<file path="config.mk">
export PLATFORM = sky130hd
export DESIGN_NAME = router_lookup_top
export DESIGN_NICKNAME = d
export VERILOG_FILES = /design/src/common/router_pkg.sv /design/src/header_check/header_check.sv /design/src/route_lookup/route_lookup.sv /design/src/source/forward_decision.sv /design/src/source/router_lookup_top.sv
export SDC_FILE = /design/constraint.sdc
export NUM_CORES = 2
export LEC_CHECK = 0
export BUFFER_PORTS_ARGS = -buffer_cell sky130_fd_sc_hd__buf_2
export CORE_MARGIN = 5
export CORE_UTILIZATION = 25
export DETAILED_ROUTE_END_ITERATION = 16
export MAX_ROUTING_LAYER = met4
export SYNTH_ARGS = -nofsm -noshare
export SYNTH_HDL_FRONTEND = slang
export SYNTH_SLANG_ARGS = --single-unit
</file>
<file path="constraint.sdc">
create_clock -name AXI_ACLK -period 12.05 [get_ports AXI_ACLK]
set_clock_uncertainty 0.15 [all_clocks]
set_input_delay 0.6025 -clock AXI_ACLK [delete_from_list [all_inputs] [get_ports AXI_ACLK]]
set_output_delay 0.6025 -clock AXI_ACLK [all_outputs]
set_load 0.1 [all_outputs]
</file>
<file path="src/common/router_pkg.sv">
package router_pkg;

    localparam int num_ports = 4;                       // Physical MAC ports
    localparam int route_entries = 16;                  // LPM table depth

    typedef logic [2*num_ports-1:0] port_mask_t;        // One-hot, even MAC, odd CPU
    typedef logic [1:0]             port_index_t;       // Physical port number k
    typedef logic [47:0]            mac_addr_t;
    typedef logic [31:0]            ip_addr_t;
    typedef logic [7:0]             ttl_t;
    typedef logic [15:0]            ethertype_t;
    typedef logic [3:0]             route_index_t;
    typedef logic [7:0]             cfg_addr_t;
    typedef logic [31:0]            cfg_data_t;
    typedef logic [15:0]            count_t;

    localparam ethertype_t ethertype_ipv4 = 16'h0800;
    localparam logic [3:0] ip_version_4 = 4'd4;
    localparam port_mask_t cpu_port_mask = 8'hAA;       // Odd bits are CPU ports

    // Config address map, word addressed
    localparam cfg_addr_t cfg_mac_base = 8'h00;         // Low word at 2k, high word at 2k+1
    localparam cfg_addr_t cfg_own_ip = 8'h08;
    localparam cfg_addr_t cfg_route_base = 8'h40;       // Four words per entry
    localparam int cfg_mac_words = 2 * num_ports;
    localparam int cfg_route_words = 4 * route_entries;
    localparam int route_valid_bit = 8;                 // In the port word

    typedef struct packed {
        logic      wr;                                  // One-cycle write strobe
        cfg_addr_t addr;
        cfg_data_t data;
    } cfg_write_t;

    typedef struct packed {
        mac_addr_t  dst_mac;
        ethertype_t ethertype;
        logic [3:0] ip_version;
        ttl_t       ttl;
        ip_addr_t   dst_ip;
        port_mask_t src_port;
        port_mask_t dst_port;
        ip_addr_t   next_hop;
    } pkt_desc_t;

    typedef enum logic [2:0] {
        v_forward,                                      // No objection from the checker
        v_cpu_bypass,
        v_wrong_mac,
        v_non_ip,
        v_bad_version,
        v_dest_hit,
        v_bad_ttl,
        v_lpm_miss
    } verdict_e;

    typedef struct packed {
        logic        valid;
        verdict_e    verdict;
        port_index_t src_index;
        pkt_desc_t   desc;
    } check_result_t;

    typedef struct packed {
        logic       hit;
        port_mask_t port;
        ip_addr_t   next_hop;                           // Zero means deliver directly
    } route_result_t;

    typedef struct packed {
        count_t forwarded;
        count_t to_cpu;
        count_t dropped;
    } stat_counts_t;

endpackage

</file>
<file path="src/header_check/header_check.sv">
module header_check
    import router_pkg::*;
(
    input  logic          AXI_ACLK,
    input  logic          AXI_RESETN,
    input  cfg_write_t    cfg,
    input  logic          in_valid,
    input  pkt_desc_t     in_desc,
    input  logic          advance,
    output check_result_t check_result
);

    mac_addr_t   own_mac [num_ports];       // One MAC per physical port
    ip_addr_t    own_ip;
    cfg_addr_t   mac_off;                   // Offset into the MAC window
    port_index_t mac_sel;
    port_index_t src_index;
    logic        from_cpu;
    logic        mac_ok;
    verdict_e    verdict;

    assign mac_off = cfg.addr - cfg_mac_base;
    assign mac_sel = mac_off[2:1];

    // Config writes, low word first in the map
    always_ff @(posedge AXI_ACLK) begin
        if (!AXI_RESETN) begin
            for (int k = 0; k < num_ports; k++) begin
                own_mac[k] <= '0;
            end
            own_ip <= '0;
        end else if (cfg.wr) begin
            if (cfg.addr >= cfg_mac_base && cfg.addr < cfg_mac_base + cfg_mac_words) begin
                if (mac_off[0])
                    own_mac[mac_sel][47:32] <= cfg.data[15:0];  // Upper 16 bits only
                else
                    own_mac[mac_sel][31:0] <= cfg.data;
            end
            if (cfg.addr == cfg_own_ip)
                own_ip <= cfg.data;
        end
    end

    // Physical port number of the one-hot source
    always_comb begin
        src_index = '0;
        for (int k = 0; k < num_ports; k++) begin
            if (in_desc.src_port[2*k] || in_desc.src_port[2*k+1])
                src_index = port_index_t'(k);
        end
    end

    assign from_cpu = |(in_desc.src_port & cpu_port_mask);
    assign mac_ok = (in_desc.dst_mac == own_mac[src_index]) || (&in_desc.dst_mac);  // Own or bcast

    // First match wins
    always_comb begin
        if (from_cpu)
            verdict = v_cpu_bypass;
        else if (!mac_ok)
            verdict = v_wrong_mac;
        else if (in_desc.ethertype != ethertype_ipv4)
            verdict = v_non_ip;
        else if (in_desc.ip_version != ip_version_4)
            verdict = v_bad_version;
        else if (in_desc.dst_ip == own_ip)
            verdict = v_dest_hit;                   // Addressed to the router itself
        else if (in_desc.ttl <= ttl_t'(1))
            verdict = v_bad_ttl;                    // Would expire here
        else
            verdict = v_forward;
    end

    // Stage-1 register, held while the output stalls
    always_ff @(posedge AXI_ACLK) begin
        if (!AXI_RESETN) begin
            check_result.valid <= 1'b0;
        end else if (advance) begin
            check_result <= '{valid: in_valid, verdict: verdict,
                              src_index: src_index, desc: in_desc};
        end
    end

    // Source must name exactly one port when the stream hands over a packet
    a_src_onehot: assert property (@(posedge AXI_ACLK) disable iff (!AXI_RESETN)
        in_valid && advance |-> $onehot(in_desc.src_port));

endmodule

</file>
<file path="src/route_lookup/route_lookup.sv">
module route_lookup
    import router_pkg::*;
(
    input  logic          AXI_ACLK,
    input  logic          AXI_RESETN,
    input  cfg_write_t    cfg,
    input  pkt_desc_t     in_desc,
    input  logic          advance,
    output route_result_t route_result
);

    // Table columns
    ip_addr_t   route_prefix   [route_entries];
    ip_addr_t   route_mask     [route_entries];
    ip_addr_t   route_next_hop [route_entries];
    port_mask_t route_port     [route_entries];
    logic [route_entries-1:0] route_valid;

    cfg_addr_t    route_off;
    route_index_t wr_index;
    logic [1:0]   wr_word;
    logic         route_wr;
    logic         hit;
    route_index_t hit_index;

    assign route_off = cfg.addr - cfg_route_base;
    assign wr_index  = route_index_t'(route_off >> 2);
    assign wr_word   = route_off[1:0];
    assign route_wr  = cfg.wr && cfg.addr >= cfg_route_base
                       && cfg.addr < cfg_route_base + cfg_route_words;

    // Entry payload, written word by word
    always_ff @(posedge AXI_ACLK) begin
        if (route_wr) begin
            case (wr_word)
                2'd0: route_prefix[wr_index] <= cfg.data;
                2'd1: route_mask[wr_index] <= cfg.data;
                2'd2: route_next_hop[wr_index] <= cfg.data;
                2'd3: route_port[wr_index] <= cfg.data[7:0];   // Port mask in low byte
                default: ;
            endcase
        end
    end

    // Valid flags live in the port word
    always_ff @(posedge AXI_ACLK) begin
        if (!AXI_RESETN) begin
            route_valid <= '0;                      // Empty table
        end else if (route_wr && wr_word == 2'd3) begin
            route_valid[wr_index] <= cfg.data[route_valid_bit];
        end
    end

    // Priority search
    // Walk from the top so the lowest matching index ends up in hit_index
    // Software orders entries longest prefix first
    always_comb begin
        hit = 1'b0;
        hit_index = '0;
        for (int i = route_entries - 1; i >= 0; i--) begin
            if (route_valid[i]
                && (in_desc.dst_ip & route_mask[i]) == route_prefix[i]) begin
                hit = 1'b1;
                hit_index = route_index_t'(i);
            end
        end
    end

    // Stage-1 register, in step with header_check
    always_ff @(posedge AXI_ACLK) begin
        if (!AXI_RESETN) begin
            route_result.hit <= 1'b0;
        end else if (advance) begin
            route_result <= '{hit: hit,
                              port: route_port[hit_index],
                              next_hop: route_next_hop[hit_index]};
        end
    end

    // A matched route must point at exactly one MAC port
    // Checks the table contents loaded earlier over cfg
    a_hit_port_mac: assert property (@(posedge AXI_ACLK) disable iff (!AXI_RESETN)
        route_result.hit |-> $onehot(route_result.port)
                             && (route_result.port & cpu_port_mask) == '0);

endmodule

</file>
<file path="src/source/forward_decision.sv">
module forward_decision
    import router_pkg::*;
(
    input  logic          AXI_ACLK,
    input  logic          AXI_RESETN,
    input  check_result_t check_result,
    input  route_result_t route_result,
    input  logic          out_ready,
    output logic          advance,
    output logic          out_valid,
    output pkt_desc_t     out_desc,
    output stat_counts_t  counts
);

    port_mask_t mac_port;                   // Bit 2k of the source port
    port_mask_t cpu_port;                   // Bit 2k+1 of the source port
    pkt_desc_t  next_desc;
    logic       emit;                       // Produces an output beat
    logic       cnt_fwd;
    logic       cnt_cpu;
    logic       take;

    // Stall only when a held beat is refused
    assign advance = !(out_valid && !out_ready);
    assign take = check_result.valid && advance;

    assign mac_port = port_mask_t'(1) << {check_result.src_index, 1'b0};
    assign cpu_port = port_mask_t'(2) << {check_result.src_index, 1'b0};

    always_comb begin
        next_desc = check_result.desc;
        emit = 1'b0;
        cnt_fwd = 1'b0;
        cnt_cpu = 1'b0;
        case (check_result.verdict)
            v_forward: begin
                if (route_result.hit) begin
                    next_desc.dst_port = route_result.port;
                    next_desc.ttl = check_result.desc.ttl - 1'b1;
                    next_desc.next_hop = (route_result.next_hop == '0)
                                         ? check_result.desc.dst_ip    // Directly attached
                                         : route_result.next_hop;
                    emit = 1'b1;
                    cnt_fwd = 1'b1;
                end                                 // LPM miss drops
            end
            v_cpu_bypass: begin
                next_desc.dst_port = mac_port;      // CPU k out of MAC k
                emit = 1'b1;
                cnt_fwd = 1'b1;
            end
            v_non_ip, v_dest_hit, v_bad_ttl: begin
                next_desc.dst_port = cpu_port;      // Punt to the paired CPU port
                emit = 1'b1;
                cnt_cpu = 1'b1;
            end
            default: ;                              // Wrong MAC, bad version
        endcase
    end

    // Output register
    always_ff @(posedge AXI_ACLK) begin
        if (!AXI_RESETN) begin
            out_valid <= 1'b0;
        end else if (advance) begin
            out_valid <= check_result.valid && emit;
            out_desc <= next_desc;
        end
    end

    // Exactly one counter per accepted result
    always_ff @(posedge AXI_ACLK) begin
        if (!AXI_RESETN) begin
            counts <= '0;
        end else if (take) begin
            if (cnt_fwd)
                counts.forwarded <= counts.forwarded + 1'b1;
            else if (cnt_cpu)
                counts.to_cpu <= counts.to_cpu + 1'b1;
            else
                counts.dropped <= counts.dropped + 1'b1;
        end
    end

    // Held beat must not change under back-pressure
    a_out_stable: assert property (@(posedge AXI_ACLK) disable iff (!AXI_RESETN)
        out_valid && !out_ready |=> out_valid && $stable(out_desc));

endmodule

</file>
<file path="src/source/router_lookup_top.sv">
module router_lookup_top
    import router_pkg::*;
(
    input  logic         AXI_ACLK,
    input  logic         AXI_RESETN,

    input  cfg_write_t   cfg,               // Config write strobe

    input  logic         in_valid,
    input  pkt_desc_t    in_desc,
    output logic         in_ready,

    output logic         out_valid,
    output pkt_desc_t    out_desc,
    input  logic         out_ready,

    output stat_counts_t counts
);

    logic          advance;                 // Pipeline enable from the output stage
    check_result_t check_result;
    route_result_t route_result;

    assign in_ready = advance;              // Both stage-1 blocks move together

    // Header classification, runs beside the lookup
    header_check u_header_check (
        .AXI_ACLK     (AXI_ACLK),
        .AXI_RESETN   (AXI_RESETN),
        .cfg          (cfg),
        .in_valid     (in_valid),
        .in_desc      (in_desc),
        .advance      (advance),
        .check_result (check_result)
    );

    // Longest-prefix match on dst_ip
    route_lookup u_route_lookup (
        .AXI_ACLK     (AXI_ACLK),
        .AXI_RESETN   (AXI_RESETN),
        .cfg          (cfg),
        .in_desc      (in_desc),
        .advance      (advance),
        .route_result (route_result)
    );

    forward_decision u_forward_decision (
        .AXI_ACLK     (AXI_ACLK),
        .AXI_RESETN   (AXI_RESETN),
        .check_result (check_result),
        .route_result (route_result),
        .out_ready    (out_ready),
        .advance      (advance),
        .out_valid    (out_valid),
        .out_desc     (out_desc),
        .counts       (counts)
    );

endmodule

</file>
# ---- Word level (Yosys, flattened, before mapping)
# Memory sizes are Yosys's and may differ from the RTL's. A register that Yosys moved wholly into a read port is not among the register bits.
# Index checks and enable logic that the tools add are counted.
# Widths: inputs -> output; s select.
dict set report word_totals {
  ff_bits 416
  mem_bits_rw 1856
  input_bits 201
  out_inout_bits 206
  wordCells 217
  mem_count 5
}
dict set report op_classes {
  addsub 5
  magnitude_cmp 7
  n_eq_ne 28
  shift 2
  muxes 79
  n_bitwise 20
  reduce_logical 44
}
# memory words word_bits read_ports rd_clocked_by_memory_dff write_ports line
set memory_table {}
lappend memory_table {u_route_lookup.route_mask 16 32 16 0 1 route_lookup.sv:14} ;# ip_addr_t route_mask [route_entries];
lappend memory_table {u_route_lookup.route_next_hop 16 32 1 1 1 route_lookup.sv:15} ;# ip_addr_t route_next_hop [route_entries];
lappend memory_table {u_route_lookup.route_prefix 16 32 16 0 1 route_lookup.sv:13} ;# ip_addr_t route_prefix [route_entries];
lappend memory_table {u_header_check.own_mac 4 48 1 0 4 header_check.sv:13} ;# mac_addr_t own_mac [num_ports];
lappend memory_table {u_route_lookup.route_port 16 8 1 1 1 route_lookup.sv:16} ;# port_mask_t route_port [route_entries];
# op n
set op_table {}
lappend op_table {{$eq 32x32->1} 17}
lappend op_table {{$and 32x32->32} 16}
lappend op_table {{$mux 32} 2}
lappend op_table {{$mux 4} 16}
lappend op_table {{$add 16x1->16 const B} 3}
lappend op_table {{$eq 48x48->1} 1}
lappend op_table {{$mux 48} 1}
lappend op_table {{$reduce_and 48->1} 1}
lappend op_table {{$reduce_or 48->1} 1}
lappend op_table {{$mux 1} 43}
lappend op_table {{$mux 40} 1}
lappend op_table {{$logic_not 32->1} 1}
lappend op_table {{$logic_and 1x1->1} 24}
lappend op_table {{$pmux 8 s3} 1}
lappend op_table {{$bwmux 16} 1}
lappend op_table {{$mux 8} 2}
lappend op_table {{$ne 16x12->1 const B} 1}
lappend op_table {{$mux 2} 6}
lappend op_table {{$mux 3} 3}
lappend op_table {{$eq 8x4->1 const B} 1}
lappend op_table {{$ge 8x1->1 const B} 1}
lappend op_table {{$ge 8x7->1 const B} 1}
lappend op_table {{$le 8x1->1 const B} 1}
lappend op_table {{$lt 8x4->1 const B} 1}
lappend op_table {{25 further kinds} 39}

# ---- Longest topological paths before layout
# An unclocked memory read counts as a cell.
dict set report logic_depth {
  depth_word 20
  mapped_depth 16
  mapped_depth_nobuf 11
}

# ---- Hierarchy
# Synthesis repeated with hierarchy kept, for this count alone.
dict set report unflattened {
  cells_unflattened 6447
  area_unflattened_um2 93602.3
}
# module n_inst cells_each area_per_inst_um2 seq_area_each_um2
set by_module_without_submodules {}
lappend by_module_without_submodules {route_lookup 1 4558 69223.9 51509.4}
lappend by_module_without_submodules {header_check 1 1298 16331.9 11260.8}
lappend by_module_without_submodules {forward_decision 1 591 8046.5 5665.4}

# ---- Least setup slack after synthesis
# OpenSTA, ideal clock, no wires.
dict set report synth_timing {
  path_type {register -> register}
  start {reg u_forward_decision.out_valid}
  end {reg u_forward_decision.out_desc[0] (netlist name)}
  setup_time_ns 0.763
  arrival_ns 9.998
  required_ns 11.137
  path_slack_ns 1.140
  stages_incl_launch_ff 4
  path_buffers 1
  period_less_slack_ns 10.910
  cell_sequence {dfxtp_1 nand2b_1 clkbuf_1 and2_1}
}
dict set report synth_between {
  elab_chain_len 3
}
# item line
set synth_rtl {}
lappend synth_rtl {{start: declaration} forward_decision.sv:10} ;# output logic out_valid,
lappend synth_rtl {{start signal: assignment} forward_decision.sv:66} ;# out_valid <= check_result.valid && emit;
lappend synth_rtl {{$logic_and 1x1->1} forward_decision.sv:24} ;# assign advance = !(out_valid && !out_ready);
lappend synth_rtl {{$not 1->1 (no source line)} -}
lappend synth_rtl {{$reduce_and 2->1 (no source line)} -}
# Every way passes these cells.
# A chain may end at the register's enable or synchronous reset.

# ---- Worst setup path after layout
dict set report layout_timing {
  start {in in_desc[53] (netlist bit)}
  end {reg u_route_lookup.route_result[21] (netlist name)}
}
dict set report layout_between {
  elab_chain_len 19
  elab_cells_between_ends 64
  classes_between {16 x eq/ne; 16 x mux; 16 x bitwise; 16 x reduce/logical}
}
# item line
set layout_rtl {}
lappend layout_rtl {{start: declaration} router_lookup_top.sv:10} ;# input pkt_desc_t in_desc,
lappend layout_rtl {{$and 32x32->32} route_lookup.sv:62} ;# && (in_desc.dst_ip & route_mask[i]) == route_prefix[i]) begin
lappend layout_rtl {{$eq 32x32->1} route_lookup.sv:62}
lappend layout_rtl {{$logic_and 1x1->1} route_lookup.sv:62}
lappend layout_rtl {{$mux 4 (15 in series)} route_lookup.sv:61} ;# if (route_valid[i]
lappend layout_rtl {{$mux 4 *} route_lookup.sv:61}
# Every way passes the cells marked *; elsewhere a longest branch is shown, timed or not.

==> results.txt <==
- Status: finished, final reports clean
- # IOs: approximately 410
- Wire length of the first global-routing pass: ~440000 um
* Warnings from Yosys: 0
* Number of failing setup endpoints in the final timing report: 0
* Number of levels the H-tree was split into: 4
* Dominant synthesized flop cell: edfxtp_1
* IO Port Bufs: ~410
- # rows: roughly 230
* Number of violations reported at the end of detailed-routing iteration 0: between 8000 and 9000
- Clock Tree Root: clkbuf_16
* Core region area: around 370000 sq um
* Final count of pins violating max slew: 0
- WP depth: 14
* Critical path start-end classification: input pin to register
- The analysis attributes to cell leakage a power of 37.0 nW.
- Worst path top cell family by delay: compound AO/OA/AOI/OAI gates
* CP Data Required Time: 12.54 ns
- The filler cells instantiated in the layout total 37100.
* Post-layout min period: 6.92 ns
- Overall power of the completed layout: between 15 and 20 mW
- After synthesis the netlist holds a flip-flop and latch count of between 2000 and 2500.
- Headroom to the max-slew limit came out at ~10%.
- In the synthesized netlist the async set-or-reset flop fraction comes to 0%.
- The first TritonRoute pass finished after 6 iterations.
* Vert. Die Dim: about 620 um
- The count of nets left with antenna violations once routing finished came out at 0.
- In this run the worst path has a maximum fanout of 57.
- Clk_lat worst skew: between 0.8 and 0.9 ns
* Hold violation total from the final report: 0
- Buffers added to address setup during post-CTS repair amount to 0.
* Number of flops mapped to enable cells by yosys: ~2200
* DR vias: roughly 62000
- The worst register-to-register path has a depth of 11.
- For this configuration, the core starts out at a cell density of roughly 25%.
* Synth top area cells: edfxtp_1 (71%), xor2_1 (3.1%), nand2_1 (2.5%)
- Max Clock Freq: between 0.1 and 0.15 GHz
- In this run the worst hold path is classified as input pin to register.
- Area overhead of the layout relative to synthesis: 18.3%
* Power density over the cells: approximately 150 nW/um^2
- Detailed Place HPWL: about 190000 um
- Die boundary width: between 600 and 700 um
- The number of clock buffers added by TritonCTS is 219.
* Unrepaired setup endpoints after global routing: no
- Gr ovfl total: 0
- Share of layout cells above drive strength 1: around 14%
* Syn nets: between 6000 and 7000
- After clock tree synthesis, the clock-pin slew on the worst setup and hold paths is 0.07 ns.
- TritonCTS built the clock tree.
- Pin count of the biggest net entering global routing: around 150
- Post-detailed-route DRC marker count: 0
- Count of cell types in the netlist: 82
- Final wirelength: 319000 um
* Cells along the critical path: dlygate4sd3_1 > buf_2 > buf_4 > a21boi_0 > or4_1 > nor4_1 > nand4_1 > o32ai_1 > o21ai_0 > a211o_4 > nand3_4 > mux2_2 > a2111oi_0 > a21bo_1
- Seq/Total Area, Yosys: around 73%
- The worst setup path is launched from an input pin.
- Dividing the synthesized area by the synthesized cell count gives roughly 15 sq um.
- Largest area contributor in the synthesized netlist: edfxtp_1
- Routability Congestion: between 0.8 and 0.9
- At the pin with the least slew margin, the transition time is around 1.3 ns.
* Cell with the biggest individual delay on the critical path: o32ai_1
- Critical path arrival: around 7.4 ns
* Area fraction of the dominant cell type after synthesis: a little over two thirds
* Net count of the finished layout: between 7000 and 8000
* Crit share post-route: a little under three fifths
- Dividing the detail-routed wire length by the instance count gives 26.1 um.
- Synthesis produced a netlist whose cell count is between 6000 and 7000.
- Total routing usage reported by global routing: 16.1%
- Via density: ~5.1
- Summing all flip-flop and latch instances after layout gives just under 70000 sq um.
* Minimum hold slack: just over 0.05 ns
- The die covers 388000 sq um.
* Hold-fix buffers, CTS: approximately 130
- Synth Cell Area: between 90000 and 100000 sq um
* Number of antenna violations at the first check in global routing: 41
- Number of maximum-capacitance constraint violations: 0
* Buffer and inverter count on the worst path: 3
- Setup total negative slack on the finished layout was measured at 0 ns.
* Number of global-route vias before repair: about 60000
- Multi-input logic area: about 25000 sq um
- For this run, the slowest stage of the critical path takes about 0.9 ns.
- Across the VDD grid, the largest voltage drop is 115 uV.
- For this design, the sink count on the clock tree is around 2300.
* Resize count post-CTS: 0
- The clock passes through at most 4 buffers.
- WHS Path Cells: 1
* CP endpoint kind: register
-- power by group --
part / internal [mW] / switching [mW] / leakage [nW]
clock network: 3.92 / 3.01 / 3.45
registers: 8.93 / 0.0624 / 21.1
logic: 0.172 / 0.780 / 12.5
total: 13.0 / 3.86 / 37.0
-- metrics by stage --
| step | utilization (%) | cell area, sq um | instances | worst slack [ns] |
|---|---|---|---|---|
| after floorplan | - | 94000 | 6445 | 1.14 |
| after global placement | 27.4 | 103000 | 11700 | 4.76 |
| after detailed placement | 27.4 | 103000 | 11700 | 4.91 |
| after CTS | 29.6 | 111000 | 12200 | 5.32 |
| after global routing | 29.6 | 111000 | 12200 | 5.19 |
| final | 29.7 | 111000 | 12300 | 5.13 |
-- placed cells by master, fill, tap and decap left out, types with 41 or more instances in the layout --
cell type and n:
mux2i_1 124, xnor2_1 88, nand3b_1 47, o21ai_0 47, dfxtp_1 99, and3_1 73
and3b_1 102, dlygate4sd3_1 132, clkinv_1 44, a211oi_1 84, clkbuf_16 224, xor2_1 337
nor4b_1 124, nand3_1 184, inv_1 41, clkinv_2 43, nand4_1 287, buf_4 180
nor4_1 116, nor2_1 363, and2_1 48, a2111oi_0 44, a21boi_0 276, a31oi_1 44
buf_2 396, nand2_1 633, edfxtp_1 2213, a21oi_1 209, o22ai_1 57
-- registers in the layout, indices dropped and copies added (netlist names) --
signal / cells
u_forward_decision.counts: 48
u_forward_decision.out_desc: 156
u_forward_decision.out_valid: 1
u_header_check.check_result: 162
u_header_check.own_ip: 32
u_header_check.own_mac: 192
u_route_lookup.route_mask: 512
u_route_lookup.route_next_hop: 512
u_route_lookup.route_port: 128
u_route_lookup.route_prefix: 512
u_route_lookup.route_result: 41
u_route_lookup.route_valid: 16
-- area by class of cell --
cell class,instances,share of cell area (%)
antenna,39,0.0878
inverter,41,0.138
clock buffer,268,5.24
timing repair buffer,711,4.23
tap,4994,5.62
sequential,2312,61.6
clock inverter,123,1.07
multi-input combinational,3764,22.1
-- Yosys cell counts, types with 14 or more instances --
cell,number
clkbuf_1,232
a222oi_1,40
a211oi_1,84
buf_2,60
nor2b_1,14
a21oi_1,211
nor4b_1,125
and2_1,49
a31oi_1,44
mux2_2,40
nor3_1,36
o22a_1,19
mux2i_1,124
nand2_1,634
inv_1,41
o211ai_1,15
a21bo_1,40
xnor2_1,88
dfxtp_1,99
or4_1,17
nor2_1,422
buf_1,19
and3b_1,102
o21ai_0,48
a21o_1,37
and3_1,73
xor2_1,337
nand3_1,186
nand4_1,287
a2111oi_0,44
o22ai_1,57
o2111ai_1,16
nand3b_1,47
edfxtp_1,2213
a21boi_0,276
nor4_1,120
-- worst paths after layout --
check,startpoint,end,slack (ns)
max,in_desc[53],u_route_lookup.route_result[21],5.13
min reg2reg,u_header_check.check_result[148],u_forward_decision.out_desc[148],0.26
max reg2reg,u_route_lookup.route_mask[13][5],u_route_lookup.route_result[21],5.93
min,cfg[4],u_route_lookup.route_prefix[3][4],0.05
-- cell families (layout without fill, tap and decap cells) --
logic type	Yosys count	count (layout)	synth area share, %
flip-flops	2312	2312	72.8
AND/OR/NAND/NOR	2174	2174	12.2
buffers and inverters	369	1143	1.63
AO/OA/AOI/OAI	997	997	7.59
multiplexers	164	164	1.80
other	0	39	0
adder cells (fa/ha/maj)	4	4	0.0532
XOR/XNOR	425	425	3.96
-- routing by layer --
layer	part of all wire (%)	up-vias	wire length, um	global-route usage [%]
li1	-	26100	-	-
met1	40	31700	128000	21.2
met2	45	3766	144000	24.5
met3	11	601	34600	3.42
met4	3.9	0	12500	5.69
met5	0	-	0	-
(Power assumes the default switching activity.)
